==> src/design/ooo_consts.svh <==
// Width, depth and latency macros for the dispatch and commit slice
`ifndef OOO_CONSTS_SVH
`define OOO_CONSTS_SVH

// Dispatch and retire width
`define WAYS 2

// Reorder buffer depth
`define ROB 8

// Physical register count
`define PRF 16

// Address width
`define XLEN 32

// Branch resolve latency in cycles
`define BR_LAT 3

`endif

==> src/design/rob_types_pkg.sv <==
// Reorder buffer index, count, register number and address typedefs
`default_nettype none

`include "ooo_consts.svh"

package rob_types_pkg;

    // Slot in the reorder buffer
    typedef logic [$clog2(`ROB)-1:0] rob_idx_t;

    // Free count, one bit wider so a full count fits
    typedef logic [$clog2(`ROB):0] rob_cnt_t;

    // Physical register number
    typedef logic [$clog2(`PRF)-1:0] prn_t;

    // Architectural register number
    typedef logic [4:0] arn_t;

    // PC or target address
    typedef logic [`XLEN-1:0] addr_t;

endpackage

`default_nettype wire

==> src/design/op_types_pkg.sv <==
// Opcode enum and instruction field typedefs
`default_nettype none

package op_types_pkg;

    // Opcode in bits 31..30 of the instruction word
    typedef enum logic [1:0] {
        OP_NOP    = 2'd0,
        OP_ALU    = 2'd1,
        OP_BRANCH = 2'd2
    } op_e;

    // Raw instruction word
    typedef logic [31:0] instr_t;

    // Compare operand, bits 23..16 and 15..8
    typedef logic [7:0] imm_t;

    // Branch offset in words, bits 11..0
    typedef logic [11:0] offset_t;

endpackage

`default_nettype wire

==> src/design/dispatch_decode.sv <==
// Instruction decode with reorder buffer index and physical register allocation
`timescale 1ns/100ps
`default_nettype none

`include "ooo_consts.svh"

module dispatch_decode (
    input  logic                                     clock,
    input  logic                                     rst_n,
    input  logic                                     flush,
    input  logic [`WAYS-1:0]                         in_valid,
    input  op_types_pkg::instr_t [`WAYS-1:0]         in_instr,
    input  rob_types_pkg::addr_t [`WAYS-1:0]         in_pc,
    input  logic [`WAYS-1:0]                         in_pred_taken,
    input  rob_types_pkg::addr_t [`WAYS-1:0]         in_pred_target,
    output logic [`WAYS-1:0]                         disp_valid,
    output op_types_pkg::op_e [`WAYS-1:0]            disp_op,
    output rob_types_pkg::rob_idx_t [`WAYS-1:0]      disp_idx,
    output rob_types_pkg::arn_t [`WAYS-1:0]          disp_arn,
    output rob_types_pkg::prn_t [`WAYS-1:0]          disp_prn,
    output rob_types_pkg::addr_t [`WAYS-1:0]         disp_pc,
    output logic [`WAYS-1:0]                         disp_pred_taken,
    output rob_types_pkg::addr_t [`WAYS-1:0]         disp_pred_target,
    output op_types_pkg::imm_t [`WAYS-1:0]           disp_a,
    output op_types_pkg::imm_t [`WAYS-1:0]           disp_b,
    output rob_types_pkg::addr_t [`WAYS-1:0]         disp_target
);

    import rob_types_pkg::*;
    import op_types_pkg::*;

    rob_idx_t             idx_ctr;
    prn_t                 prn_ctr;
    rob_cnt_t             n_valid;
    prn_t                 n_alu;
    op_e      [`WAYS-1:0] dec_op;
    rob_idx_t [`WAYS-1:0] dec_idx;
    prn_t     [`WAYS-1:0] dec_prn;
    addr_t    [`WAYS-1:0] dec_target;

    always_comb begin
        offset_t off;
        n_valid = '0;
        n_alu   = '0;
        for (int w = 0; w < `WAYS; w++) begin
            dec_op[w]     = op_e'(in_instr[w][31:30]);
            off           = in_instr[w][11:0];
            // Offset counts words and is zero extended
            dec_target[w] = in_pc[w] + (addr_t'(off) << 2);
            // Valid ways are packed, so way w takes the w-th slot
            dec_idx[w]    = idx_ctr + rob_idx_t'(w);
            dec_prn[w]    = '0;
            if (in_valid[w] && dec_op[w] == OP_ALU) begin
                dec_prn[w] = prn_ctr + n_alu;
                n_alu      = n_alu + prn_t'(1);
            end
            if (in_valid[w]) begin
                n_valid = n_valid + rob_cnt_t'(1);
            end
        end
    end

    // Counters and valid bits
    always_ff @(posedge clock) begin
        if (!rst_n) begin
            disp_valid <= '0;
            idx_ctr    <= '0;
            prn_ctr    <= '0;
        end else if (flush) begin
            // Register numbers keep rotating across a flush
            disp_valid <= '0;
            idx_ctr    <= '0;
        end else begin
            disp_valid <= in_valid;
            idx_ctr    <= idx_ctr + rob_idx_t'(n_valid);
            prn_ctr    <= prn_ctr + n_alu;
        end
    end

    // Dispatch bundle payload
    always_ff @(posedge clock) begin
        for (int w = 0; w < `WAYS; w++) begin
            disp_op[w]          <= dec_op[w];
            disp_idx[w]         <= dec_idx[w];
            disp_arn[w]         <= in_instr[w][29:25];
            disp_prn[w]         <= dec_prn[w];
            disp_pc[w]          <= in_pc[w];
            disp_pred_taken[w]  <= in_pred_taken[w];
            disp_pred_target[w] <= in_pred_target[w];
            disp_a[w]           <= in_instr[w][23:16];
            disp_b[w]           <= in_instr[w][15:8];
            disp_target[w]      <= dec_target[w];
        end
    end

endmodule

`default_nettype wire

==> src/design/branch_execute.sv <==
// ALU and branch execute lanes driving the common data bus
`timescale 1ns/100ps
`default_nettype none

`include "ooo_consts.svh"

module branch_execute (
    input  logic                                       clock,
    input  logic                                       rst_n,
    input  logic                                       flush,
    input  logic [`WAYS-1:0]                           disp_valid,
    input  op_types_pkg::op_e [`WAYS-1:0]              disp_op,
    input  rob_types_pkg::rob_idx_t [`WAYS-1:0]        disp_idx,
    input  op_types_pkg::imm_t [`WAYS-1:0]             disp_a,
    input  op_types_pkg::imm_t [`WAYS-1:0]             disp_b,
    input  rob_types_pkg::addr_t [`WAYS-1:0]           disp_target,
    output logic [2*`WAYS-1:0]                         cdb_valid,
    output rob_types_pkg::rob_idx_t [2*`WAYS-1:0]      cdb_idx,
    output logic [2*`WAYS-1:0]                         cdb_taken,
    output rob_types_pkg::addr_t [2*`WAYS-1:0]         cdb_target
);

    import rob_types_pkg::*;
    import op_types_pkg::*;

    logic [`WAYS-1:0] is_br;
    logic [`WAYS-1:0] is_alu;

    // One-stage ALU lane per way
    logic     [`WAYS-1:0] alu_valid;
    rob_idx_t [`WAYS-1:0] alu_idx;

    // Branch pipe per way, stage 0 is the youngest
    logic     [`WAYS-1:0][`BR_LAT-1:0] br_valid;
    rob_idx_t [`WAYS-1:0][`BR_LAT-1:0] br_idx;
    logic     [`WAYS-1:0][`BR_LAT-1:0] br_taken;
    addr_t    [`WAYS-1:0][`BR_LAT-1:0] br_target;

    always_comb begin
        for (int w = 0; w < `WAYS; w++) begin
            is_br[w]  = disp_valid[w] && disp_op[w] == OP_BRANCH;
            // NOPs complete through the ALU lane
            is_alu[w] = disp_valid[w] && disp_op[w] != OP_BRANCH;
        end
    end

    always_ff @(posedge clock) begin
        if (!rst_n || flush) begin
            alu_valid <= '0;
            br_valid  <= '0;
        end else begin
            alu_valid <= is_alu;
            for (int w = 0; w < `WAYS; w++) begin
                br_valid[w][0] <= is_br[w];
                for (int s = 1; s < `BR_LAT; s++) begin
                    br_valid[w][s] <= br_valid[w][s-1];
                end
            end
        end
    end

    always_ff @(posedge clock) begin
        for (int w = 0; w < `WAYS; w++) begin
            alu_idx[w]      <= disp_idx[w];
            br_idx[w][0]    <= disp_idx[w];
            // Taken on equal operands
            br_taken[w][0]  <= disp_a[w] == disp_b[w];
            br_target[w][0] <= disp_target[w];
            for (int s = 1; s < `BR_LAT; s++) begin
                br_idx[w][s]    <= br_idx[w][s-1];
                br_taken[w][s]  <= br_taken[w][s-1];
                br_target[w][s] <= br_target[w][s-1];
            end
        end
    end

    // Lanes 0..WAYS-1 carry ALU results, the upper lanes carry branches
    always_comb begin
        for (int w = 0; w < `WAYS; w++) begin
            cdb_valid[w]         = alu_valid[w];
            cdb_idx[w]           = alu_idx[w];
            cdb_taken[w]         = 1'b0;
            cdb_target[w]        = '0;
            cdb_valid[`WAYS+w]   = br_valid[w][`BR_LAT-1];
            cdb_idx[`WAYS+w]     = br_idx[w][`BR_LAT-1];
            cdb_taken[`WAYS+w]   = br_taken[w][`BR_LAT-1];
            cdb_target[`WAYS+w]  = br_target[w][`BR_LAT-1];
        end
    end

endmodule

`default_nettype wire

==> src/design/reorder_buffer.sv <==
// Circular reorder buffer with completion, in-order retire and mispredict flush
`timescale 1ns/100ps
`default_nettype none

`include "ooo_consts.svh"

module reorder_buffer (
    input  logic                                       clock,
    input  logic                                       rst_n,
    input  logic [`WAYS-1:0]                           disp_valid,
    input  op_types_pkg::op_e [`WAYS-1:0]              disp_op,
    input  rob_types_pkg::arn_t [`WAYS-1:0]            disp_arn,
    input  rob_types_pkg::prn_t [`WAYS-1:0]            disp_prn,
    input  rob_types_pkg::addr_t [`WAYS-1:0]           disp_pc,
    input  logic [`WAYS-1:0]                           disp_pred_taken,
    input  rob_types_pkg::addr_t [`WAYS-1:0]           disp_pred_target,
    input  logic [2*`WAYS-1:0]                         cdb_valid,
    input  rob_types_pkg::rob_idx_t [2*`WAYS-1:0]      cdb_idx,
    input  logic [2*`WAYS-1:0]                         cdb_taken,
    input  rob_types_pkg::addr_t [2*`WAYS-1:0]         cdb_target,
    output rob_types_pkg::rob_cnt_t                    free_slots,
    output logic [`WAYS-1:0]                           commit_valid,
    output logic [`WAYS-1:0]                           commit_write,
    output rob_types_pkg::arn_t [`WAYS-1:0]            commit_arn,
    output rob_types_pkg::prn_t [`WAYS-1:0]            commit_prn,
    output rob_types_pkg::addr_t [`WAYS-1:0]           commit_pc,
    output logic                                       redirect_valid,
    output rob_types_pkg::addr_t                       redirect_pc,
    output logic                                       flush
);

    import rob_types_pkg::*;
    import op_types_pkg::*;

    // Entry array
    logic  [`ROB-1:0] e_done;
    logic  [`ROB-1:0] e_write;
    logic  [`ROB-1:0] e_branch;
    logic  [`ROB-1:0] e_pred_taken;
    logic  [`ROB-1:0] e_taken;
    logic  [`ROB-1:0] e_mispred;
    arn_t  [`ROB-1:0] e_arn;
    prn_t  [`ROB-1:0] e_prn;
    addr_t [`ROB-1:0] e_pc;
    addr_t [`ROB-1:0] e_pred_target;
    addr_t [`ROB-1:0] e_target;

    rob_idx_t head;
    rob_idx_t tail;
    rob_cnt_t used;
    rob_cnt_t n_disp;
    rob_cnt_t n_commit;

    always_comb begin
        n_disp = '0;
        for (int w = 0; w < `WAYS; w++) begin
            if (disp_valid[w]) begin
                n_disp = n_disp + rob_cnt_t'(1);
            end
        end
    end

    assign used = rob_cnt_t'(`ROB) - free_slots;

    // Retire walk from the head
    always_comb begin
        rob_idx_t slot;
        logic     stop;
        stop        = 1'b0;
        n_commit    = '0;
        flush       = 1'b0;
        redirect_pc = '0;
        for (int i = 0; i < `WAYS; i++) begin
            slot            = head + rob_idx_t'(i);
            commit_write[i] = e_write[slot];
            commit_arn[i]   = e_arn[slot];
            commit_prn[i]   = e_prn[slot];
            commit_pc[i]    = e_pc[slot];
            commit_valid[i] = 1'b0;
            // Only occupied slots count, freed ones may hold stale done bits
            if (!stop && rob_cnt_t'(i) < used && e_done[slot]) begin
                commit_valid[i] = 1'b1;
                n_commit        = n_commit + rob_cnt_t'(1);
                if (e_mispred[slot]) begin
                    flush       = 1'b1;
                    redirect_pc = e_taken[slot] ? e_target[slot] : e_pc[slot] + 4;
                    stop        = 1'b1;
                end
            end else begin
                stop = 1'b1;
            end
        end
    end

    assign redirect_valid = flush;

    // Pointers, free count and done bits
    always_ff @(posedge clock) begin
        if (!rst_n || flush) begin
            head       <= '0;
            tail       <= '0;
            free_slots <= rob_cnt_t'(`ROB);
            e_done     <= '0;
        end else begin
            head       <= head + rob_idx_t'(n_commit);
            tail       <= tail + rob_idx_t'(n_disp);
            free_slots <= free_slots - n_disp + n_commit;
            for (int w = 0; w < `WAYS; w++) begin
                if (disp_valid[w]) begin
                    e_done[tail + rob_idx_t'(w)] <= 1'b0;
                end
            end
            for (int l = 0; l < 2*`WAYS; l++) begin
                if (cdb_valid[l]) begin
                    e_done[cdb_idx[l]] <= 1'b1;
                end
            end
        end
    end

    // Entry payload and branch outcome
    always_ff @(posedge clock) begin
        for (int w = 0; w < `WAYS; w++) begin
            if (disp_valid[w]) begin
                e_write[tail + rob_idx_t'(w)]       <= disp_op[w] == OP_ALU;
                e_branch[tail + rob_idx_t'(w)]      <= disp_op[w] == OP_BRANCH;
                e_arn[tail + rob_idx_t'(w)]         <= disp_arn[w];
                e_prn[tail + rob_idx_t'(w)]         <= disp_prn[w];
                e_pc[tail + rob_idx_t'(w)]          <= disp_pc[w];
                e_pred_taken[tail + rob_idx_t'(w)]  <= disp_pred_taken[w];
                e_pred_target[tail + rob_idx_t'(w)] <= disp_pred_target[w];
            end
        end
        for (int l = 0; l < 2*`WAYS; l++) begin
            if (cdb_valid[l]) begin
                e_taken[cdb_idx[l]]   <= cdb_taken[l];
                e_target[cdb_idx[l]]  <= cdb_target[l];
                // Wrong direction, or taken to the wrong place
                e_mispred[cdb_idx[l]] <= e_branch[cdb_idx[l]] &&
                    (cdb_taken[l] != e_pred_taken[cdb_idx[l]] ||
                     (cdb_taken[l] && cdb_target[l] != e_pred_target[cdb_idx[l]]));
            end
        end
    end

endmodule

`default_nettype wire

==> src/design/ooo_core_top.sv <==
// Top level joining decode, execute and reorder buffer
`timescale 1ns/100ps
`default_nettype none

`include "ooo_consts.svh"

module ooo_core_top (
    input  logic                                   clock,
    input  logic                                   rst_n,
    input  logic [`WAYS-1:0]                       in_valid,
    input  op_types_pkg::instr_t [`WAYS-1:0]       in_instr,
    input  rob_types_pkg::addr_t [`WAYS-1:0]       in_pc,
    input  logic [`WAYS-1:0]                       in_pred_taken,
    input  rob_types_pkg::addr_t [`WAYS-1:0]       in_pred_target,
    output rob_types_pkg::rob_cnt_t                free_slots,
    output logic [`WAYS-1:0]                       commit_valid,
    output logic [`WAYS-1:0]                       commit_write,
    output rob_types_pkg::arn_t [`WAYS-1:0]        commit_arn,
    output rob_types_pkg::prn_t [`WAYS-1:0]        commit_prn,
    output rob_types_pkg::addr_t [`WAYS-1:0]       commit_pc,
    output logic                                   redirect_valid,
    output rob_types_pkg::addr_t                   redirect_pc
);

    import rob_types_pkg::*;
    import op_types_pkg::*;

    // Registered dispatch bundle
    logic     [`WAYS-1:0] disp_valid;
    op_e      [`WAYS-1:0] disp_op;
    rob_idx_t [`WAYS-1:0] disp_idx;
    arn_t     [`WAYS-1:0] disp_arn;
    prn_t     [`WAYS-1:0] disp_prn;
    addr_t    [`WAYS-1:0] disp_pc;
    logic     [`WAYS-1:0] disp_pred_taken;
    addr_t    [`WAYS-1:0] disp_pred_target;
    imm_t     [`WAYS-1:0] disp_a;
    imm_t     [`WAYS-1:0] disp_b;
    addr_t    [`WAYS-1:0] disp_target;

    // Common data bus, ALU lanes then branch lanes
    logic     [2*`WAYS-1:0] cdb_valid;
    rob_idx_t [2*`WAYS-1:0] cdb_idx;
    logic     [2*`WAYS-1:0] cdb_taken;
    addr_t    [2*`WAYS-1:0] cdb_target;

    logic flush;

    dispatch_decode u_decode (.*);

    branch_execute u_execute (.*);

    reorder_buffer u_rob (.*);

endmodule

`default_nettype wire

==> config.mk <==
export PLATFORM = sky130hd
export DESIGN_NAME = ooo_core_top
export DESIGN_NICKNAME = d
export VERILOG_FILES = /design/src/design/rob_types_pkg.sv /design/src/design/op_types_pkg.sv /design/src/design/dispatch_decode.sv /design/src/design/branch_execute.sv /design/src/design/reorder_buffer.sv /design/src/design/ooo_core_top.sv
export VERILOG_INCLUDE_DIRS = /design/src /design/src/design
export SDC_FILE = /design/constraint.sdc
export NUM_CORES = 2
export LEC_CHECK = 0
export BUFFER_PORTS_ARGS = -buffer_cell sky130_fd_sc_hd__buf_4
export CAP_MARGIN = 10
export CORE_MARGIN = 5
export CORE_UTILIZATION = 49
export DETAILED_ROUTE_END_ITERATION = 12
export PLACE_DENSITY_LB_ADDON = 0.15
export RECOVER_POWER = 100
export SYNTH_ARGS = -nofsm -noshare
export SYNTH_HDL_FRONTEND = slang
export SYNTH_SLANG_ARGS = --single-unit
==> constraint.sdc <==
create_clock -name clock -period 4.8 [get_ports clock]
set_input_delay 0.96 -clock clock [delete_from_list [all_inputs] [get_ports clock]]
set_output_delay 0.96 -clock clock [all_outputs]
set_load 0.01 [all_outputs]
==> flow_summary_export.csv <==
group,metric,value,unit
worst_setup_path,path_class,"flop to output pin",
floorplan,die_w,375,um
yosys,synth_area,65400,um^2
sta,hold_viol_final,0,
detailed_routing,drt-initial-drc-count,6994,
sta,finalMaxSlewViolations,885,
sta,final.min_clock_period,5.12,ns
yosys,avgSynthCellArea,9.86,um^2
yosys,ys_top_cells_by_area,"dfxtp_1 42%, mux4_2 12%, mux2i_1 11%, nand2_1 4.4%, a21oi_1 4.2%",
yosys,yosysSeqAreaShare,0.423,
sta,max_freq,0.195,GHz
detailed_routing,num_vias,53900,
outcome,violations,"capacitance limit, slew limit, setup timing",
detailed_routing,drt-vias-per-instance,6.30,
finish,num-fill-cells,11500,
floorplan,die_h,375,um
floorplan,rows,134,
floorplan,coreArea,133000,um^2
detailed_routing,wl_per_cell,28.3,um
worst_setup_path,reg2reg_to,"u_rob.e_mispred[3]$_DFF_P_",
sta,grt_setup_unrepaired,"true",
cts,hold_buffers,0,
grt,grt.total_usage,0.329,
yosys,yosysTopAreaCell,"dfxtp_1",
worst_setup_path,reg2reg_slack,-0.15,ns
sta,slew_headroom,-1.35,
worst_setup_path,crit_buf_inv,5,
grt,grt_max_degree,110,
grt,grt_pass1_vias,50500,
power_and_ir_drop,ir_worst_vdd,0.365,mV
worst_setup_path,crit_path_top_delay_cell,"and4_4",
worst_setup_path,r2r_cells,10,
grt,antenna_found_initial,12,
cts,cts-buffers-inserted,151,
worst_setup_path,crit_family,"compound AO/OA/AOI/OAI gates",
cts,cts_tree,"built",
detailed_routing,routed_wl,242,mm
detailed_routing,first_pass_iters,7,
sta,worst_pin_slew,3.53,ns
sta,fin_ws,-0.322,ns
cts,clockBufferDepth,3,
finish,final_util,0.567,
yosys,synth_nets,6884,
yosys,synth_cell_types,89,
worst_hold_path,worstHoldStart,"in_instr[49]",
cts,root_buffer,"clkbuf_16",
finish,area_growth,15.3,%
finish,nNetsFinal,6911,
finish,mostFrequentLayoutCell,"dfxtp_1",
worst_hold_path,hp-class,"input pin to flop",
worst_setup_path,critPathMaxStageDelay,0.40,ns
worst_setup_path,crit_cells,15,
outcome,status,"complete, but fails checks",
yosys,synth-async-reset-ratio,0,
finish,regArea,27700,um^2
placed_design,place_ws,0.129,ns
power_and_ir_drop,powerDensity,517,nW/um^2
yosys,synth_seq_cells,1381,
cts,htree_levels,4,
yosys,yosys_warnings,0,
sta,skew,0.0327,ns
sta,period_share,1.07,
finish,final_cell_mix,"1,373 x dfxtp_1, 749 x nand2_1, 713 x mux2i_1, 537 x nor2_1, 536 x a21oi_1",
grt,grt_overflow,0,
grt,grt_pass1_wl,348,mm
worst_setup_path,worstReg2RegStart,"u_execute.cdb_idx[6]$_DFF_P_",
worst_setup_path,crit_start,"u_rob.head[0]$_SDFF_PP0_",
yosys,post-synth-top-area-fraction,0.423,
detailed_routing,drc_errors,0,
run,maxCapViolCount,14,
power_and_ir_drop,p_leak,29.8,nW
yosys,syn_inst,6631,
cts,clk_latency,0.81,ns
sta,worst_hold_slack,0.271,ns
floorplan,io-pin-count,321,
placed_design,gp_congestion,0.934,
placed_design,port_buffers,318,
worst_setup_path,cp.arrival,4.16,ns
worst_setup_path,cp-end-kind,"output pin",
finish,multi_input_area,35300,um^2
yosys,synth_edf_count,0,
floorplan,initial_core_util,0.491,
finish,drive_above_1_share,0.192,
power_and_ir_drop,p_total,39.0,mW
cts,cts_sinks,1381,
floorplan,dieArea,141000,um^2
worst_setup_path,crit_fanout,5,
worst_setup_path,critPathCapture,"redirect_pc[18]",
worst_setup_path,worstPathRequired,3.84,ns
yosys,synthFlopType,"dfxtp_1",
sta,finalSetupViolCount,39,
worst_setup_path,worstPathCellList,"ha_4 -> buf_4 -> mux4_2 -> nand2_1 -> nand2_1 -> ha_4 -> inv_1 -> a221oi_2 -> and4_4 -> buf_12 -> xor2_4 -> a21oi_2 -> o22ai_2 -> buf_4 -> buf_6",
placed_design,dp_hpwl,152,mm
cts,clkTransAtPathRegs,0.06,ns
worst_setup_path,crit_path_start_kind,"flop",
detailed_routing,detail-route-antenna-nets,0,
==> layer usage <==
layer	part of all wire	track usage	vias to the layer above	wire length (um)
li1	-	-	23800	-
met1	0.40	0.446	26200	95700
met2	0.44	0.491	3212	105000
met3	0.12	0.0900	645	27800
met4	0.053	0.154	8	12800
met5	0.00024	0	-	57
==> state kept, by name, summed over array words and instances (netlist names), 32 cells and up <==
name / flops
u_rob.e_prn: 32
u_rob.e_pred_target: 256
u_decode.disp_target: 60
u_execute.br_target: 128
u_rob.e_target: 256
u_execute.cdb_target: 64
u_decode.disp_pred_target: 64
u_rob.e_arn: 40
u_rob.e_pc: 256
u_decode.disp_pc: 64
==> cell families (layout without fill, tap and decap cells) <==
| family | count (synthesis) | in the layout | share of synthesized area |
|---|---|---|---|
| AND/OR/NAND/NOR | 1599 | 1599 | 0.103 |
| AO/OA/AOI/OAI | 1491 | 1491 | 0.134 |
| flip-flops | 1381 | 1381 | 0.423 |
| multiplexers | 1156 | 1156 | 0.253 |
| buffers and inverters | 752 | 906 | 0.0500 |
| XOR/XNOR | 197 | 197 | 0.0265 |
| adder cells (fa/ha/maj) | 55 | 55 | 0.0112 |
| other | 0 | 1 | 0 |
==> worst min path at each step <==
stage / end / cells past startpoint
2_1_floorplan: u_execute.br_taken[1]$_DFF_P_ / 0
3_3_place_gp: u_execute.cdb_idx[9]$_DFF_P_ / 0
3_5_place_dp: u_execute.cdb_idx[9]$_DFF_P_ / 0
4_1_cts: u_decode.disp_a[9]$_DFF_P_ / 1
5_1_grt: u_decode.disp_arn[7]$_DFF_P_ / 1
6_report: u_decode.disp_a[9]$_DFF_P_ / 1
==> final cells by class <==
type | count | area share
clock buffers | 209 | 0.0570
well taps | 1768 | 0.0293
repair buffers | 579 | 0.0639
multi-input cells | 4498 | 0.468
diodes | 1 | 0.0000332
clock inverters | 71 | 0.0129
flip-flops and latches | 1381 | 0.367
inverters | 47 | 0.00234
==> through the flow <==
step	TNS [ns]	instances	cell area (um^2)
after detailed placement	0	8201	69000
after global routing	-10.36	8553	75400
after CTS	-3.07	8519	75400
after floorplan	0	6631	65400
final	-4.41	8554	75400
after global placement	0	8201	69000
==> what timing repair did <==
item / 4_1_cts / 5_1_grt
cloned: 13 / 1
setup endpoints to repair: 31 / 31
pin swaps: 36 / 42
setup buffers: 25 / 35
resized for setup: 110 / 85
==> power breakdown <==
part           switching [mW]  internal (mW)
clock network            5.21           7.09
logic                    5.14           5.15
registers                2.41           14.0
==> cells in the mapped netlist, drive strengths merged, types with 31 or more instances <==
library cell / n
nand3: 62
and2: 34
mux2: 50
xor2: 71
o21ai: 478
inv: 46
mux4: 387
xnor2: 126
mux2i: 719
buf: 218
clkbuf: 486
a221oi: 36
a21oi: 549
nand4: 38
nor3: 60
dfxtp: 1381
o22ai: 31
ha: 49
nand2: 760
nor2: 547
a22oi: 274
Note: power is estimated with default switching activity, not from simulation.
